--- src/common/vstu_pkg.sv ---
// Vector store unit package with element width encoding, bus constants and byte count helper
package vstu_pkg;

  // Element width encoding
  // Byte length of an instruction is vl shifted left by this value
  typedef enum logic [1:0] {
    EW8  = 2'd0,
    EW16 = 2'd1,
    EW32 = 2'd2
  } ew_e;

  // Bytes per Wishbone data word
  localparam int unsigned BusBytes = 32'd4;

  // Width of one lane operand
  localparam int WordWidth = 32;

  // Total byte length of a store
  // vl elements of 1, 2 or 4 bytes each
  function automatic logic [31:0] insn_bytes(
    input logic [31:0] vl,
    input ew_e         ew
  );
    logic [31:0] bytes;
    bytes = vl << ew;
    return bytes;
  endfunction

endpackage

--- src/store/vinsn_queue.sv ---
// Store instruction queue with accept, issue and commit phases and in-order completion
`timescale 1ns/1ps

module vinsn_queue #(
  parameter int unsigned QueueDepth = 4,
  parameter int unsigned IdWidth    = 3,
  parameter int unsigned VlWidth    = 8,
  parameter int unsigned AddrWidth  = 16
) (
  input  logic                 clk_i,
  input  logic                 rst_ni,
  // Sequencer side
  input  logic                 req_valid_i,
  output logic                 req_ready_o,
  input  logic [IdWidth-1:0]   req_id_i,
  input  logic [AddrWidth-1:0] req_addr_i,
  input  logic [VlWidth-1:0]   req_vl_i,
  input  vstu_pkg::ew_e        req_ew_i,
  // Beat generator side
  output logic                 issue_valid_o,
  output logic [AddrWidth-1:0] issue_addr_o,
  output logic [VlWidth-1:0]   issue_vl_o,
  output vstu_pkg::ew_e        issue_ew_o,
  input  logic                 issue_done_i,
  // Master side, last ack of an instruction
  input  logic                 commit_i,
  // Completion report
  output logic                 done_valid_o,
  output logic [IdWidth-1:0]   done_id_o,
  output logic                 store_pending_o
);

  localparam int PtrWidth = (QueueDepth > 1) ? $clog2(QueueDepth) : 1;
  localparam int CntWidth = $clog2(QueueDepth + 1);
  localparam int NumIds   = 2 ** IdWidth;

  // Entry payload
  logic [IdWidth-1:0]   id_q   [QueueDepth];
  logic [AddrWidth-1:0] addr_q [QueueDepth];
  logic [VlWidth-1:0]   vl_q   [QueueDepth];
  vstu_pkg::ew_e        ew_q   [QueueDepth];

  // One pointer per phase
  logic [PtrWidth-1:0] accept_pnt_q, issue_pnt_q, commit_pnt_q;
  // Entries waiting for issue and for commit
  logic [CntWidth-1:0] issue_cnt_q, commit_cnt_q;
  // Ids still in flight
  logic [NumIds-1:0]   running_q;
  logic                accept;

  // Refuse when full or when the id is still running
  assign req_ready_o = (commit_cnt_q != CntWidth'(QueueDepth)) && !running_q[req_id_i];
  assign accept      = req_valid_i && req_ready_o;

  assign issue_valid_o   = (issue_cnt_q != '0);
  assign issue_addr_o    = addr_q[issue_pnt_q];
  assign issue_vl_o      = vl_q[issue_pnt_q];
  assign issue_ew_o      = ew_q[issue_pnt_q];
  assign store_pending_o = (commit_cnt_q != '0);

  always_ff @(posedge clk_i or negedge rst_ni) begin
    if (!rst_ni) begin
      accept_pnt_q <= '0;
      issue_pnt_q  <= '0;
      commit_pnt_q <= '0;
      issue_cnt_q  <= '0;
      commit_cnt_q <= '0;
      running_q    <= '0;
      done_valid_o <= 1'b0;
    end else begin
      issue_cnt_q  <= issue_cnt_q + CntWidth'(accept) - CntWidth'(issue_done_i);
      commit_cnt_q <= commit_cnt_q + CntWidth'(accept) - CntWidth'(commit_i);
      done_valid_o <= commit_i;
      // Wrap each pointer at the queue depth
      if (accept) begin
        accept_pnt_q <= (accept_pnt_q == PtrWidth'(QueueDepth - 1)) ? '0 : accept_pnt_q + 1'b1;
      end
      if (issue_done_i) begin
        issue_pnt_q <= (issue_pnt_q == PtrWidth'(QueueDepth - 1)) ? '0 : issue_pnt_q + 1'b1;
      end
      if (commit_i) begin
        commit_pnt_q <= (commit_pnt_q == PtrWidth'(QueueDepth - 1)) ? '0 : commit_pnt_q + 1'b1;
        running_q[id_q[commit_pnt_q]] <= 1'b0;
      end
      // Accepted id cannot be the committing one, it was still running
      if (accept) begin
        running_q[req_id_i] <= 1'b1;
      end
    end
  end

  // Payload store and completion id
  always_ff @(posedge clk_i) begin
    if (accept) begin
      id_q[accept_pnt_q]   <= req_id_i;
      addr_q[accept_pnt_q] <= req_addr_i;
      vl_q[accept_pnt_q]   <= req_vl_i;
      ew_q[accept_pnt_q]   <= req_ew_i;
    end
    if (commit_i) begin
      done_id_o <= id_q[commit_pnt_q];
    end
  end

  // Beat generator only finishes an entry that is issuing
  assert property (@(posedge clk_i) disable iff (!rst_ni) issue_done_i |-> issue_valid_o);
  // Master only commits an instruction that is still queued
  assert property (@(posedge clk_i) disable iff (!rst_ni) commit_i |-> store_pending_o);

endmodule

--- src/store/store_beat_gen.sv ---
// Beat generator that cuts the issuing store into one descriptor per bus word
`timescale 1ns/1ps

module store_beat_gen #(
  parameter int unsigned NrLanes   = 2,
  parameter int unsigned VlWidth   = 8,
  parameter int unsigned AddrWidth = 16,
  parameter int          LaneWidth = (NrLanes > 1) ? $clog2(NrLanes) : 1
) (
  input  logic                          clk_i,
  input  logic                          rst_ni,
  // Issuing instruction from the queue
  input  logic                          issue_valid_i,
  input  logic [AddrWidth-1:0]          issue_addr_i,
  input  logic [VlWidth-1:0]            issue_vl_i,
  input  vstu_pkg::ew_e                 issue_ew_i,
  output logic                          issue_done_o,
  // Beat descriptor to the master
  output logic                          beat_valid_o,
  input  logic                          beat_ready_i,
  output logic [AddrWidth-1:0]          beat_adr_o,
  output logic [vstu_pkg::BusBytes-1:0] beat_sel_o,
  output logic [LaneWidth-1:0]          beat_lane_o,
  output logic                          beat_last_word_o,
  output logic                          beat_last_insn_o
);

  // vl << 2 at most
  localparam int ByteCntWidth = VlWidth + 2;

  logic                    busy_q;
  logic [ByteCntWidth-1:0] rem_q;
  logic [LaneWidth-1:0]    lane_q;
  logic [AddrWidth-1:0]    adr_q;
  logic [31:0]             insn_len;
  logic [vstu_pkg::BusBytes-1:0] tail_sel;
  logic                    final_beat;
  logic                    beat_hs;

  assign insn_len = vstu_pkg::insn_bytes(32'(issue_vl_i), issue_ew_i);

  // Final beat holds the last BusBytes bytes or fewer
  assign final_beat = (rem_q <= ByteCntWidth'(vstu_pkg::BusBytes));
  assign beat_hs    = beat_valid_o && beat_ready_i;

  // Partial tail starts at byte 0, zero remainder is a full word
  always_comb begin
    tail_sel = '1;
    if (rem_q[1:0] != 2'd0) begin
      tail_sel = ~({vstu_pkg::BusBytes{1'b1}} << rem_q[1:0]);
    end
  end

  assign beat_valid_o     = busy_q;
  assign beat_adr_o       = adr_q;
  assign beat_sel_o       = final_beat ? tail_sel : '1;
  assign beat_lane_o      = lane_q;
  assign beat_last_word_o = final_beat || (lane_q == LaneWidth'(NrLanes - 1));
  assign beat_last_insn_o = final_beat;
  assign issue_done_o     = beat_hs && final_beat;

  always_ff @(posedge clk_i or negedge rst_ni) begin
    if (!rst_ni) begin
      busy_q <= 1'b0;
      rem_q  <= '0;
      lane_q <= '0;
    end else if (!busy_q) begin
      // Load the next instruction, each one starts on a fresh lane word
      if (issue_valid_i) begin
        busy_q <= 1'b1;
        rem_q  <= insn_len[ByteCntWidth-1:0];
        lane_q <= '0;
      end
    end else if (beat_hs) begin
      busy_q <= !final_beat;
      rem_q  <= rem_q - ByteCntWidth'(vstu_pkg::BusBytes);
      lane_q <= beat_last_word_o ? '0 : lane_q + 1'b1;
    end
  end

  // Address walks one bus word per beat
  always_ff @(posedge clk_i) begin
    if (!busy_q && issue_valid_i) begin
      adr_q <= issue_addr_i;
    end else if (beat_hs) begin
      adr_q <= adr_q + AddrWidth'(vstu_pkg::BusBytes);
    end
  end

  // Descriptor held until the master takes it
  assert property (@(posedge clk_i) disable iff (!rst_ni)
    beat_valid_o && !beat_ready_i |=> beat_valid_o && $stable(beat_adr_o) &&
      $stable(beat_sel_o) && $stable(beat_lane_o) && $stable(beat_last_insn_o));

endmodule

--- src/store/lane_word_buffer.sv ---
// Two-entry FIFO of full lane words between the lanes and the Wishbone master
`timescale 1ns/1ps

module lane_word_buffer #(
  parameter int unsigned NrLanes   = 2,
  parameter int          DataWidth = NrLanes * vstu_pkg::BusBytes * 8
) (
  input  logic                 clk_i,
  input  logic                 rst_ni,
  // Lane side
  input  logic                 lane_valid_i,
  output logic                 lane_ready_o,
  input  logic [DataWidth-1:0] lane_data_i,
  // Master side
  output logic                 word_valid_o,
  output logic [DataWidth-1:0] word_data_o,
  input  logic                 word_pop_i
);

  logic [DataWidth-1:0] mem_q [2];
  logic                 wr_ptr_q, rd_ptr_q;
  logic [1:0]           cnt_q;
  logic                 push;

  // Lanes may run one word ahead of the bus
  assign lane_ready_o = (cnt_q != 2'd2);
  assign push         = lane_valid_i && lane_ready_o;
  assign word_valid_o = (cnt_q != 2'd0);
  assign word_data_o  = mem_q[rd_ptr_q];

  always_ff @(posedge clk_i or negedge rst_ni) begin
    if (!rst_ni) begin
      wr_ptr_q <= 1'b0;
      rd_ptr_q <= 1'b0;
      cnt_q    <= 2'd0;
    end else begin
      if (push) wr_ptr_q <= !wr_ptr_q;
      if (word_pop_i) rd_ptr_q <= !rd_ptr_q;
      cnt_q <= cnt_q + 2'(push) - 2'(word_pop_i);
    end
  end

  always_ff @(posedge clk_i) begin
    if (push) begin
      mem_q[wr_ptr_q] <= lane_data_i;
    end
  end

  // Master pops only a word it was handed
  assert property (@(posedge clk_i) disable iff (!rst_ni) word_pop_i |-> word_valid_o);

endmodule

--- src/store/wb_store_master.sv ---
// Wishbone classic write master that joins beat descriptors with buffered lane words
`timescale 1ns/1ps

module wb_store_master #(
  parameter int unsigned NrLanes   = 2,
  parameter int unsigned AddrWidth = 16,
  parameter int          LaneWidth = (NrLanes > 1) ? $clog2(NrLanes) : 1
) (
  input  logic                                  clk_i,
  input  logic                                  rst_ni,
  // Beat descriptor
  input  logic                                  beat_valid_i,
  output logic                                  beat_ready_o,
  input  logic [AddrWidth-1:0]                  beat_adr_i,
  input  logic [vstu_pkg::BusBytes-1:0]         beat_sel_i,
  input  logic [LaneWidth-1:0]                  beat_lane_i,
  input  logic                                  beat_last_word_i,
  input  logic                                  beat_last_insn_i,
  // Head lane word
  input  logic                                  word_valid_i,
  input  logic [NrLanes*vstu_pkg::WordWidth-1:0] word_data_i,
  output logic                                  word_pop_o,
  // Last ack of an instruction
  output logic                                  commit_o,
  // Wishbone classic
  output logic                                  wb_cyc_o,
  output logic                                  wb_stb_o,
  output logic                                  wb_we_o,
  output logic [AddrWidth-1:0]                  wb_adr_o,
  output logic [vstu_pkg::WordWidth-1:0]        wb_dat_o,
  output logic [vstu_pkg::BusBytes-1:0]         wb_sel_o,
  input  logic                                  wb_ack_i
);

  logic                           busy_q;
  logic                           last_word_q;
  logic                           last_insn_q;
  logic [vstu_pkg::WordWidth-1:0] lane_slice;
  logic                           take;
  logic                           done;

  // Lane k of the head word feeds this beat
  assign lane_slice = word_data_i[beat_lane_i*vstu_pkg::WordWidth +: vstu_pkg::WordWidth];

  // Idle and a head word present
  assign beat_ready_o = !busy_q && word_valid_i;
  assign take         = beat_ready_o && beat_valid_i;
  assign done         = busy_q && wb_ack_i;

  assign wb_cyc_o = busy_q;
  assign wb_stb_o = busy_q;
  assign wb_we_o  = busy_q;

  // Word leaves the buffer after its last beat is acked
  assign word_pop_o = done && last_word_q;
  assign commit_o   = done && last_insn_q;

  // cyc and stb rise the edge after take, drop the edge after ack
  always_ff @(posedge clk_i or negedge rst_ni) begin
    if (!rst_ni) begin
      busy_q <= 1'b0;
    end else if (take) begin
      busy_q <= 1'b1;
    end else if (done) begin
      busy_q <= 1'b0;
    end
  end

  // Bus payload latched once per beat
  always_ff @(posedge clk_i) begin
    if (take) begin
      wb_adr_o    <= beat_adr_i;
      wb_dat_o    <= lane_slice;
      wb_sel_o    <= beat_sel_i;
      last_word_q <= beat_last_word_i;
      last_insn_q <= beat_last_insn_i;
    end
  end

  // Bus fields hold until the slave acks
  assert property (@(posedge clk_i) disable iff (!rst_ni)
    wb_stb_o && !wb_ack_i |=> wb_stb_o && $stable(wb_adr_o) && $stable(wb_dat_o) &&
      $stable(wb_sel_o));

endmodule

--- src/vstu_top.sv ---
// Vector store unit top that links queue, beat generator, lane buffer and Wishbone master
`timescale 1ns/1ps

module vstu_top #(
  parameter int unsigned NrLanes    = 2,
  parameter int unsigned QueueDepth = 4,
  parameter int unsigned IdWidth    = 3,
  parameter int unsigned VlWidth    = 8,
  parameter int unsigned AddrWidth  = 16
) (
  input  logic                                   clk_i,
  input  logic                                   rst_ni,
  // Sequencer requests
  input  logic                                   req_valid_i,
  output logic                                   req_ready_o,
  input  logic [IdWidth-1:0]                     req_id_i,
  input  logic [AddrWidth-1:0]                   req_addr_i,
  input  logic [VlWidth-1:0]                     req_vl_i,
  input  vstu_pkg::ew_e                          req_ew_i,
  // Lane operands
  input  logic                                   lane_valid_i,
  input  logic [NrLanes*vstu_pkg::WordWidth-1:0] lane_data_i,
  output logic                                   lane_ready_o,
  // Wishbone classic
  output logic                                   wb_cyc_o,
  output logic                                   wb_stb_o,
  output logic                                   wb_we_o,
  output logic [AddrWidth-1:0]                   wb_adr_o,
  output logic [vstu_pkg::WordWidth-1:0]         wb_dat_o,
  output logic [vstu_pkg::BusBytes-1:0]          wb_sel_o,
  input  logic                                   wb_ack_i,
  // Completion
  output logic                                   done_valid_o,
  output logic [IdWidth-1:0]                     done_id_o,
  output logic                                   store_pending_o
);

  localparam int LaneWidth = (NrLanes > 1) ? $clog2(NrLanes) : 1;

  // Queue to beat generator
  logic                 issue_valid, issue_done;
  logic [AddrWidth-1:0] issue_addr;
  logic [VlWidth-1:0]   issue_vl;
  vstu_pkg::ew_e        issue_ew;

  // Beat generator to master
  logic                          beat_valid, beat_ready;
  logic [AddrWidth-1:0]          beat_adr;
  logic [vstu_pkg::BusBytes-1:0] beat_sel;
  logic [LaneWidth-1:0]          beat_lane;
  logic                          beat_last_word, beat_last_insn;

  // Buffer to master, and commit back to the queue
  logic                                   word_valid, word_pop, commit;
  logic [NrLanes*vstu_pkg::WordWidth-1:0] word_data;

  vinsn_queue #(
    .QueueDepth(QueueDepth), .IdWidth(IdWidth), .VlWidth(VlWidth), .AddrWidth(AddrWidth)
  ) u_queue (
    .clk_i, .rst_ni, .req_valid_i, .req_ready_o, .req_id_i, .req_addr_i, .req_vl_i,
    .req_ew_i, .issue_valid_o(issue_valid), .issue_addr_o(issue_addr),
    .issue_vl_o(issue_vl), .issue_ew_o(issue_ew), .issue_done_i(issue_done),
    .commit_i(commit), .done_valid_o, .done_id_o, .store_pending_o
  );

  store_beat_gen #(
    .NrLanes(NrLanes), .VlWidth(VlWidth), .AddrWidth(AddrWidth), .LaneWidth(LaneWidth)
  ) u_beat_gen (
    .clk_i, .rst_ni, .issue_valid_i(issue_valid), .issue_addr_i(issue_addr),
    .issue_vl_i(issue_vl), .issue_ew_i(issue_ew), .issue_done_o(issue_done),
    .beat_valid_o(beat_valid), .beat_ready_i(beat_ready), .beat_adr_o(beat_adr),
    .beat_sel_o(beat_sel), .beat_lane_o(beat_lane), .beat_last_word_o(beat_last_word),
    .beat_last_insn_o(beat_last_insn)
  );

  lane_word_buffer #(
    .NrLanes(NrLanes), .DataWidth(NrLanes * vstu_pkg::WordWidth)
  ) u_buffer (
    .clk_i, .rst_ni, .lane_valid_i, .lane_ready_o, .lane_data_i,
    .word_valid_o(word_valid), .word_data_o(word_data), .word_pop_i(word_pop)
  );

  wb_store_master #(
    .NrLanes(NrLanes), .AddrWidth(AddrWidth), .LaneWidth(LaneWidth)
  ) u_master (
    .clk_i, .rst_ni, .beat_valid_i(beat_valid), .beat_ready_o(beat_ready),
    .beat_adr_i(beat_adr), .beat_sel_i(beat_sel), .beat_lane_i(beat_lane),
    .beat_last_word_i(beat_last_word), .beat_last_insn_i(beat_last_insn),
    .word_valid_i(word_valid), .word_data_i(word_data), .word_pop_o(word_pop),
    .commit_o(commit), .wb_cyc_o, .wb_stb_o, .wb_we_o, .wb_adr_o, .wb_dat_o, .wb_sel_o,
    .wb_ack_i
  );

endmodule

--- config.mk ---
export PLATFORM = sky130hd
export DESIGN_NAME = vstu_top
export DESIGN_NICKNAME = d
export VERILOG_FILES = /design/src/common/vstu_pkg.sv /design/src/store/vinsn_queue.sv /design/src/store/store_beat_gen.sv /design/src/store/lane_word_buffer.sv /design/src/store/wb_store_master.sv /design/src/vstu_top.sv
export SDC_FILE = /design/constraint.sdc
export NUM_CORES = 1
export LEC_CHECK = 0
export ABC_AREA = 1
export BUFFER_PORTS_ARGS = -buffer_cell sky130_fd_sc_hd__buf_2
export CORE_MARGIN = 3
export CORE_UTILIZATION = 30
export CTS_BUF_LIST = sky130_fd_sc_hd__clkbuf_8
export DETAILED_ROUTE_END_ITERATION = 7
export GPL_ROUTABILITY_DRIVEN = 0
export PLACE_DENSITY = 0.56
export REMOVE_ABC_BUFFERS = 1
export SLEW_MARGIN = 5
export SYNTH_ARGS = -nofsm -noshare
export SYNTH_HDL_FRONTEND = slang
export SYNTH_SLANG_ARGS = --single-unit
--- constraint.sdc ---
create_clock -name clk_i -period 4.4 [get_ports clk_i]
set_input_delay 0.88 -clock clk_i [delete_from_list [all_inputs] [get_ports clk_i]]
set_output_delay 0.88 -clock clk_i [all_outputs]
set_load 0.01 [all_outputs]
# --- Yosys cells after proc, flatten, opt, wreduce, memory -nomap -nowiden ---
# Memory sizes are Yosys's and may differ from the RTL's.
# Cells that the tools add are included.
word_totals:
  reg_bits: 111
  ram_bits: 244
  inputBits: 98
  output_inout_bits: 62
  elab_cells: 113
  mem_count: 5
mem_list:
  columns: ["memory", "words", "width", "rd", "rd_ports_with_merged_regs", "wr", "line_no", "rtl"]
  rows:
  - ["u_buffer.mem_q", 2, 64, 1, 0, 1, "lane_word_buffer.sv:20", "logic [DataWidth-1:0] mem_q [2];"]
  - ["u_queue.addr_q", 4, 16, 1, 0, 1, "vinsn_queue.sv:39", "logic [AddrWidth-1:0] addr_q [QueueDepth];"]
  - ["u_queue.vl_q", 4, 8, 1, 0, 1, "vinsn_queue.sv:40", "logic [VlWidth-1:0] vl_q [QueueDepth];"]
  - ["u_queue.id_q", 4, 3, 1, 0, 1, "vinsn_queue.sv:38", "logic [IdWidth-1:0] id_q [QueueDepth];"]
  - ["u_queue.ew_q", 4, 2, 1, 0, 1, "vinsn_queue.sv:41", "vstu_pkg::ew_e ew_q [QueueDepth];"]
classes:
  addsub: 12
  order_cmp: 5
  eq_ne: 6
  n_shift: 3
  mux: 29
  bitwise_logic: 4
  n_reduce_logical: 28
op_table:
  columns: ["operator", "count"]
  rows:
  - ["$shiftx 64x7->32", 1]
  - ["$mux 16", 2]
  - ["$mux 10", 3]
  - ["$add 16x3->16 const B", 1]
  - ["$mux 1", 16]
  - ["$mux 8", 2]
  - ["$logic_and 1x1->1", 12]
  - ["$le 10x3->1 const B", 1]
  - ["$reduce_bool 2->1", 5]
  - ["$shl 8x2->10", 1]
  - ["$sub 10x3->10 const B", 1]
  - ["$and 8x8->8", 1]
  - ["$lt 3x4->1 const B", 2]
  - ["$not 8->8", 1]
  - ["$or 8x8->8", 1]
  - ["$add 2x1->2 const B", 3]
  - ["$add 3x1->3", 2]
  - ["$demux 1 s3", 2]
  - ["$eq 2x2->1 const B", 3]
  - ["$ge 3x1->1 const B", 2]
  - ["$logic_not 1->1", 6]
  - ["$mux 2", 3]
  - ["$reduce_bool 3->1", 2]
  - ["$sub 3x1->3", 2]
  - ["other kinds (10)", 12]

# --- Depth between registers and ports, before layout ---
# An unclocked memory read counts as a cell.
depth:
  depth_word: 10
  depth_mapped: 13

# --- Cells and area by module ---
# A second synthesis with hierarchy kept.
hier_totals:
  hier_cells: 1124
  area_unflattened_um2: 15015.7
modules_own_cells:
  columns: ["module", "instances", "cells_per_inst", "area_each_um2", "seq_area_each_um2"]
  rows:
  - ["vinsn_queue", 1, 451, 5693.0, 4098.9]
  - ["lane_word_buffer", 1, 226, 5031.1, 3943.8]
  - ["wb_store_master", 1, 173, 2324.7, 1646.6]
  - ["store_beat_gen", 1, 274, 1966.9, 780.7]

# --- Worst setup path after synthesis ---
# OpenSTA, ideal clock, no wires.
synth_timing:
  kind: "input to register"
  start: "input port lane_valid_i"
  end: "memory u_buffer.mem_q[1][0] (netlist bit), enable pin"
  setup_ns: 0.488
  arrival_time_ns: 3.666
  path_slack_ns: 0.246
  path_stages: 2
  n_path_buf: 0
  cell_sequence: "nand2_1 nor2_1"
synth_between:
  elab_chain_cells: 3
synth_rtl:
  columns: ["item", "line_no", "rtl"]
  rows:
  - ["start, declared", "vstu_top.sv:21", "input logic lane_valid_i,"]
  - ["$logic_and 1x1->1", "lane_word_buffer.sv:27", "assign push = lane_valid_i && lane_ready_o;"]
  - ["$mux 1", "lane_word_buffer.sv:44", "if (push) begin"]
  - ["$mux 1 (implied by the code)", "lane_word_buffer.sv:45", "mem_q[wr_ptr_q] <= lane_data_i;"]
  - ["end, declared", "lane_word_buffer.sv:20", null]
# Every way passes these cells.

# --- Worst setup path in the final report ---
layout_timing:
  start: "input port req_id_i[0]"
  end: "output port req_ready_o"
layout_between:
  elab_chain_cells: 4
layout_rtl:
  columns: ["item", "line_no", "rtl"]
  rows:
  - ["start, declared", "vstu_top.sv:16", "input logic [IdWidth-1:0] req_id_i,"]
  - ["$bmux 1 s3", "vinsn_queue.sv:52", "assign req_ready_o = (commit_cnt_q != CntWidth'(QueueDepth)) && !running_q[req_id_i];"]
  - ["$mux 1 (implied by the code)", "vinsn_queue.sv:52", null]
  - ["$logic_not 1->1", "vinsn_queue.sv:52", null]
  - ["$logic_and 1x1->1", "vinsn_queue.sv:52", null]
  - ["end, declared", "vstu_top.sv:15", "output logic req_ready_o,"]
# Every way passes these cells. The select of a mux whose other input is x is not followed.

==> impl_metrics.py <==
metrics = {
    "cts": {
        "hold_buffers": 0,
        "clk_path_buf_depth": 3,
        "clk_pin_slew_ns": 0.06,
        "h-tree-depth": 2,
        "cts_setup_buffers": 0,
        "postCtsResizedCells": 0,
        "cts-root-buf": "clkbuf_8",
        "numClockSinks": 355,
        "cts_tree": "done",
        "insertion_delay_ns": 0.66,
        "cts-buffers-inserted": 59,
    },
    "routing": {
        "viasPerCell": 4.605,
        "wirelength_mm": 32.48,
        "drtPass1Iterations": 5,
        "vias": 8994,
        "route.antenna.remaining_nets": 0,
        "drt-wirelength-per-cell_um": 16.63,
        "drc_errors": 0,
        "drtIter0Drc": 720,
    },
    "logic_synthesis": {
        "synth_commonest_cells": "317 x edfxtp_1, 205 x nand2_1, 139 x nor2_1, 120 x o21ai_0, 66 x inv_1",
        "synthArstFlopShare_pct": 10.70,
        "synth_most_common_cell": "edfxtp_1",
        "synth_top_area_cell": "edfxtp_1",
        "synthTopCellsByArea": "edfxtp_1 67%, dfrtp_1 6.7%, nand2_1 5.4%",
        "yosysWarningCount": 0,
        "synthCells": 1117,
        "netlist_area_sq_mm": 0.01413,
        "avgSynthCellArea_sq_um": 12.65,
        "yosys.area.top_type_share_pct": 67.39,
        "synth_ff_type": "edfxtp_1",
        "ys_ff_latch": 355,
        "yosys.cell_types.count": 39,
        "synth_seq_area_share_pct": 74.12,
        "synth_edf_count": 317,
    },
    "timing": {
        "rsz0062_at_grt": "false",
        "layout_min_cycle_time_ns": 3.157,
        "max_freq_mhz": 316.7,
        "tightest_slew_ns": 0.9512,
        "timing.final.ws_setup_ns": 1.243,
        "min_period_over_period_pct": 71.75,
        "hold_viol": 0,
        "fin_setup_tns_ns": 0,
        "fin_skew_ns": 0.02268,
        "drv_slew": 0,
        "setup_viol": 0,
        "slew_headroom_pct": 36.58,
    },
    "place": {
        "port_buffers": 159,
        "hpwl_mm": 20.33,
        "dp.cells": 1843,
        "post-place-ws_ns": 1.153,
    },
    "global_route": {
        "grt_start_max_net_pins": 66,
        "grt-busiest-layer": "met2",
        "grt_usage_pct": 12.77,
        "met1_usage_pct": 17.12,
        "met3_usage_pct": 3.171,
        "antenna_found_initial": 3,
        "grt_use_met2_pct": 20.08,
        "grt_overflow": 0,
        "grt_pass1_wl_mm": 50.14,
        "grt_pass1_vias": 8925,
    },
    "pwr": {
        "cellPowerDensity_mw_per_mm2": 629.6,
        "power_leakage_nw": 6.396,
        "ir_worst_vdd_mv": 0.3012,
        "power_w": 0.01046,
    },
    "setup_path": {
        "r2r-start": "u_queue.commit_cnt_q[1]$_DFF_PN0_",
        "crit_fanout": 12,
        "arrival_ns": 2.28,
        "crit_type": "primary input to output pin",
        "startpoint_type": "primary input",
        "crit_path_end_kind": "output pin",
        "path_cells": "buf_2, inv_2, nor3_1, nand2_1, nand3_1, nor2_1, nand2_1, inv_1, buf_2",
        "required_ns": 3.52,
        "crit_slowest_cell": "nor2_1",
        "crit_start": "req_id_i[0]",
        "cpPeakStageDelay_ns": 0.57,
    },
    "die": {
        "core_area_sq_mm": 0.04597,
        "die_area_sq_mm": 0.04973,
        "start_util_pct": 30.73,
        "io_pins": 160,
        "die_h_um": 223.0,
        "die_w_um": 223.0,
        "rows": 78,
    },
    "final_layout": {
        "drive_gt1_share_pct": 20.28,
        "finish.net_count": 1419,
        "area.growth.synth_to_final_pct": 17.64,
        "fin_util_pct": 36.15,
        "finalNonFillerCells": 1953,
    },
    "run_status": {
        "status": "completed",
    },
    "worst_hold_path": {
        "hp-class": "primary input to async pin",
    },
    "job": {
        "cap_violations": 0,
    },
}
## power by group
part | switching [W] | internal (W) | leakage (nW) | total [W]
clock network | 0.00133 | 0.00132 | 0.611 | 0.00265
logic | 0.00182 | 0.000808 | 2.41 | 0.00263
registers | 0.000325 | 0.00486 | 3.37 | 0.00518
total | 0.00348 | 0.00698 | 6.40 | 0.0105
## area by class of cell
type | instances | area, sq um
Clock inverter | 49 | 246.5
Fill cell | 4529 | 29350
Sequential cell | 355 | 10470
Antenna cell | 2 | 5.005
Multi-Input combinational cell | 642 | 3154
Timing Repair Buffer | 174 | 908.4
Clock buffer | 59 | 812.0
Tap cell | 600 | 750.7
Inverter | 72 | 270.3
## worst max-delay path, delay by kind of cell
family                 cells  cell delay [ns]
buffers and inverters      4             0.50
and+or+nand+nor            5             0.89
## cell families after synthesis
| group | after synthesis | synth area share [%] |
|---|---|---|
| flops | 355 | 74.12 |
| fa+ha+maj | 17 | 1.612 |
| compound gates | 188 | 7.219 |
| simple gates | 420 | 12.30 |
| other cells | 1 | 0.02655 |
| xor+xnor | 16 | 0.9921 |
| buf+inv | 120 | 3.729 |
## metrics by stage
step / area [sq um] / hold slack [ns]
floorplan: 13870 / 0.4003
global placement: 15550 / 0.4182
detailed placement: 15550 / 0.4213
CTS: 16610 / 0.3421
global route: 16620 / 0.3728
finish: 16620 / 0.3671
## cell usage in the layout, fill, tap and decap left out, types with 6 or more instances in the layout
master,count
nand3_1,46
inv_2,8
o21ai_0,120
a21oi_1,10
buf_4,15
buf_2,159
clkbuf_8,59
o21ai_1,6
inv_1,80
clkinv_1,16
edfxtp_1,317
ha_1,15
nor2_1,133
dfrtp_1,37
o22ai_1,44
nand2_1,205
xor2_1,8
xnor2_1,8
clkinv_2,12
nand4_1,14
## state kept, by name, summed over array words and instances, names as in the netlist, 2 cells and up
| name | flops |
|---|---|
| u_buffer.mem_q | 128 |
| u_queue.addr_q | 64 |
| u_master.wb_dat_o | 32 |
| u_queue.vl_q | 32 |
| u_beat_gen.beat_adr_o | 16 |
| u_master.wb_adr_o | 16 |
| u_queue.id_q | 12 |
| u_beat_gen.rem_q | 10 |
| u_queue.ew_q | 8 |
| u_queue.running_q | 8 |
| u_master.wb_sel_o | 4 |
| u_queue.commit_cnt_q | 3 |
| u_queue.done_id_o | 3 |
| u_queue.issue_cnt_q | 3 |
| u_buffer.cnt_q | 2 |
| u_queue.accept_pnt_q | 2 |
| u_queue.commit_pnt_q | 2 |
| u_queue.issue_pnt_q | 2 |
## path summary, 6_finish.rpt
path | endpoint | slack (ns) | depth (start not counted)
worst max-delay path | req_ready_o | 1.24 | 9
worst min-delay path | u_buffer.cnt_q[0]$_DFF_PN0_ | 0.37 | 1
worst max register to register | u_queue.commit_cnt_q[1]$_DFF_PN0_ | 1.88 | 8
worst min register to register | u_master.wb_adr_o[1]$_DFFE_PP_ | 0.43 | 0
max in group asynchronous | u_buffer.rd_ptr_q$_DFFE_PN0P_ | 3.42 | 1
min in group clk_i | u_buffer.mem_q[0][7]$_DFFE_PP_ | 0.43 | 1
## per-layer routing
layer	vias to the layer above	share of wire, %
met1	4354	45
li1	4324	-
met3	63	6.8
met2	249	46
met5	-	0.065
met4	4	2.3
Power figures use the tool's default switching activity.
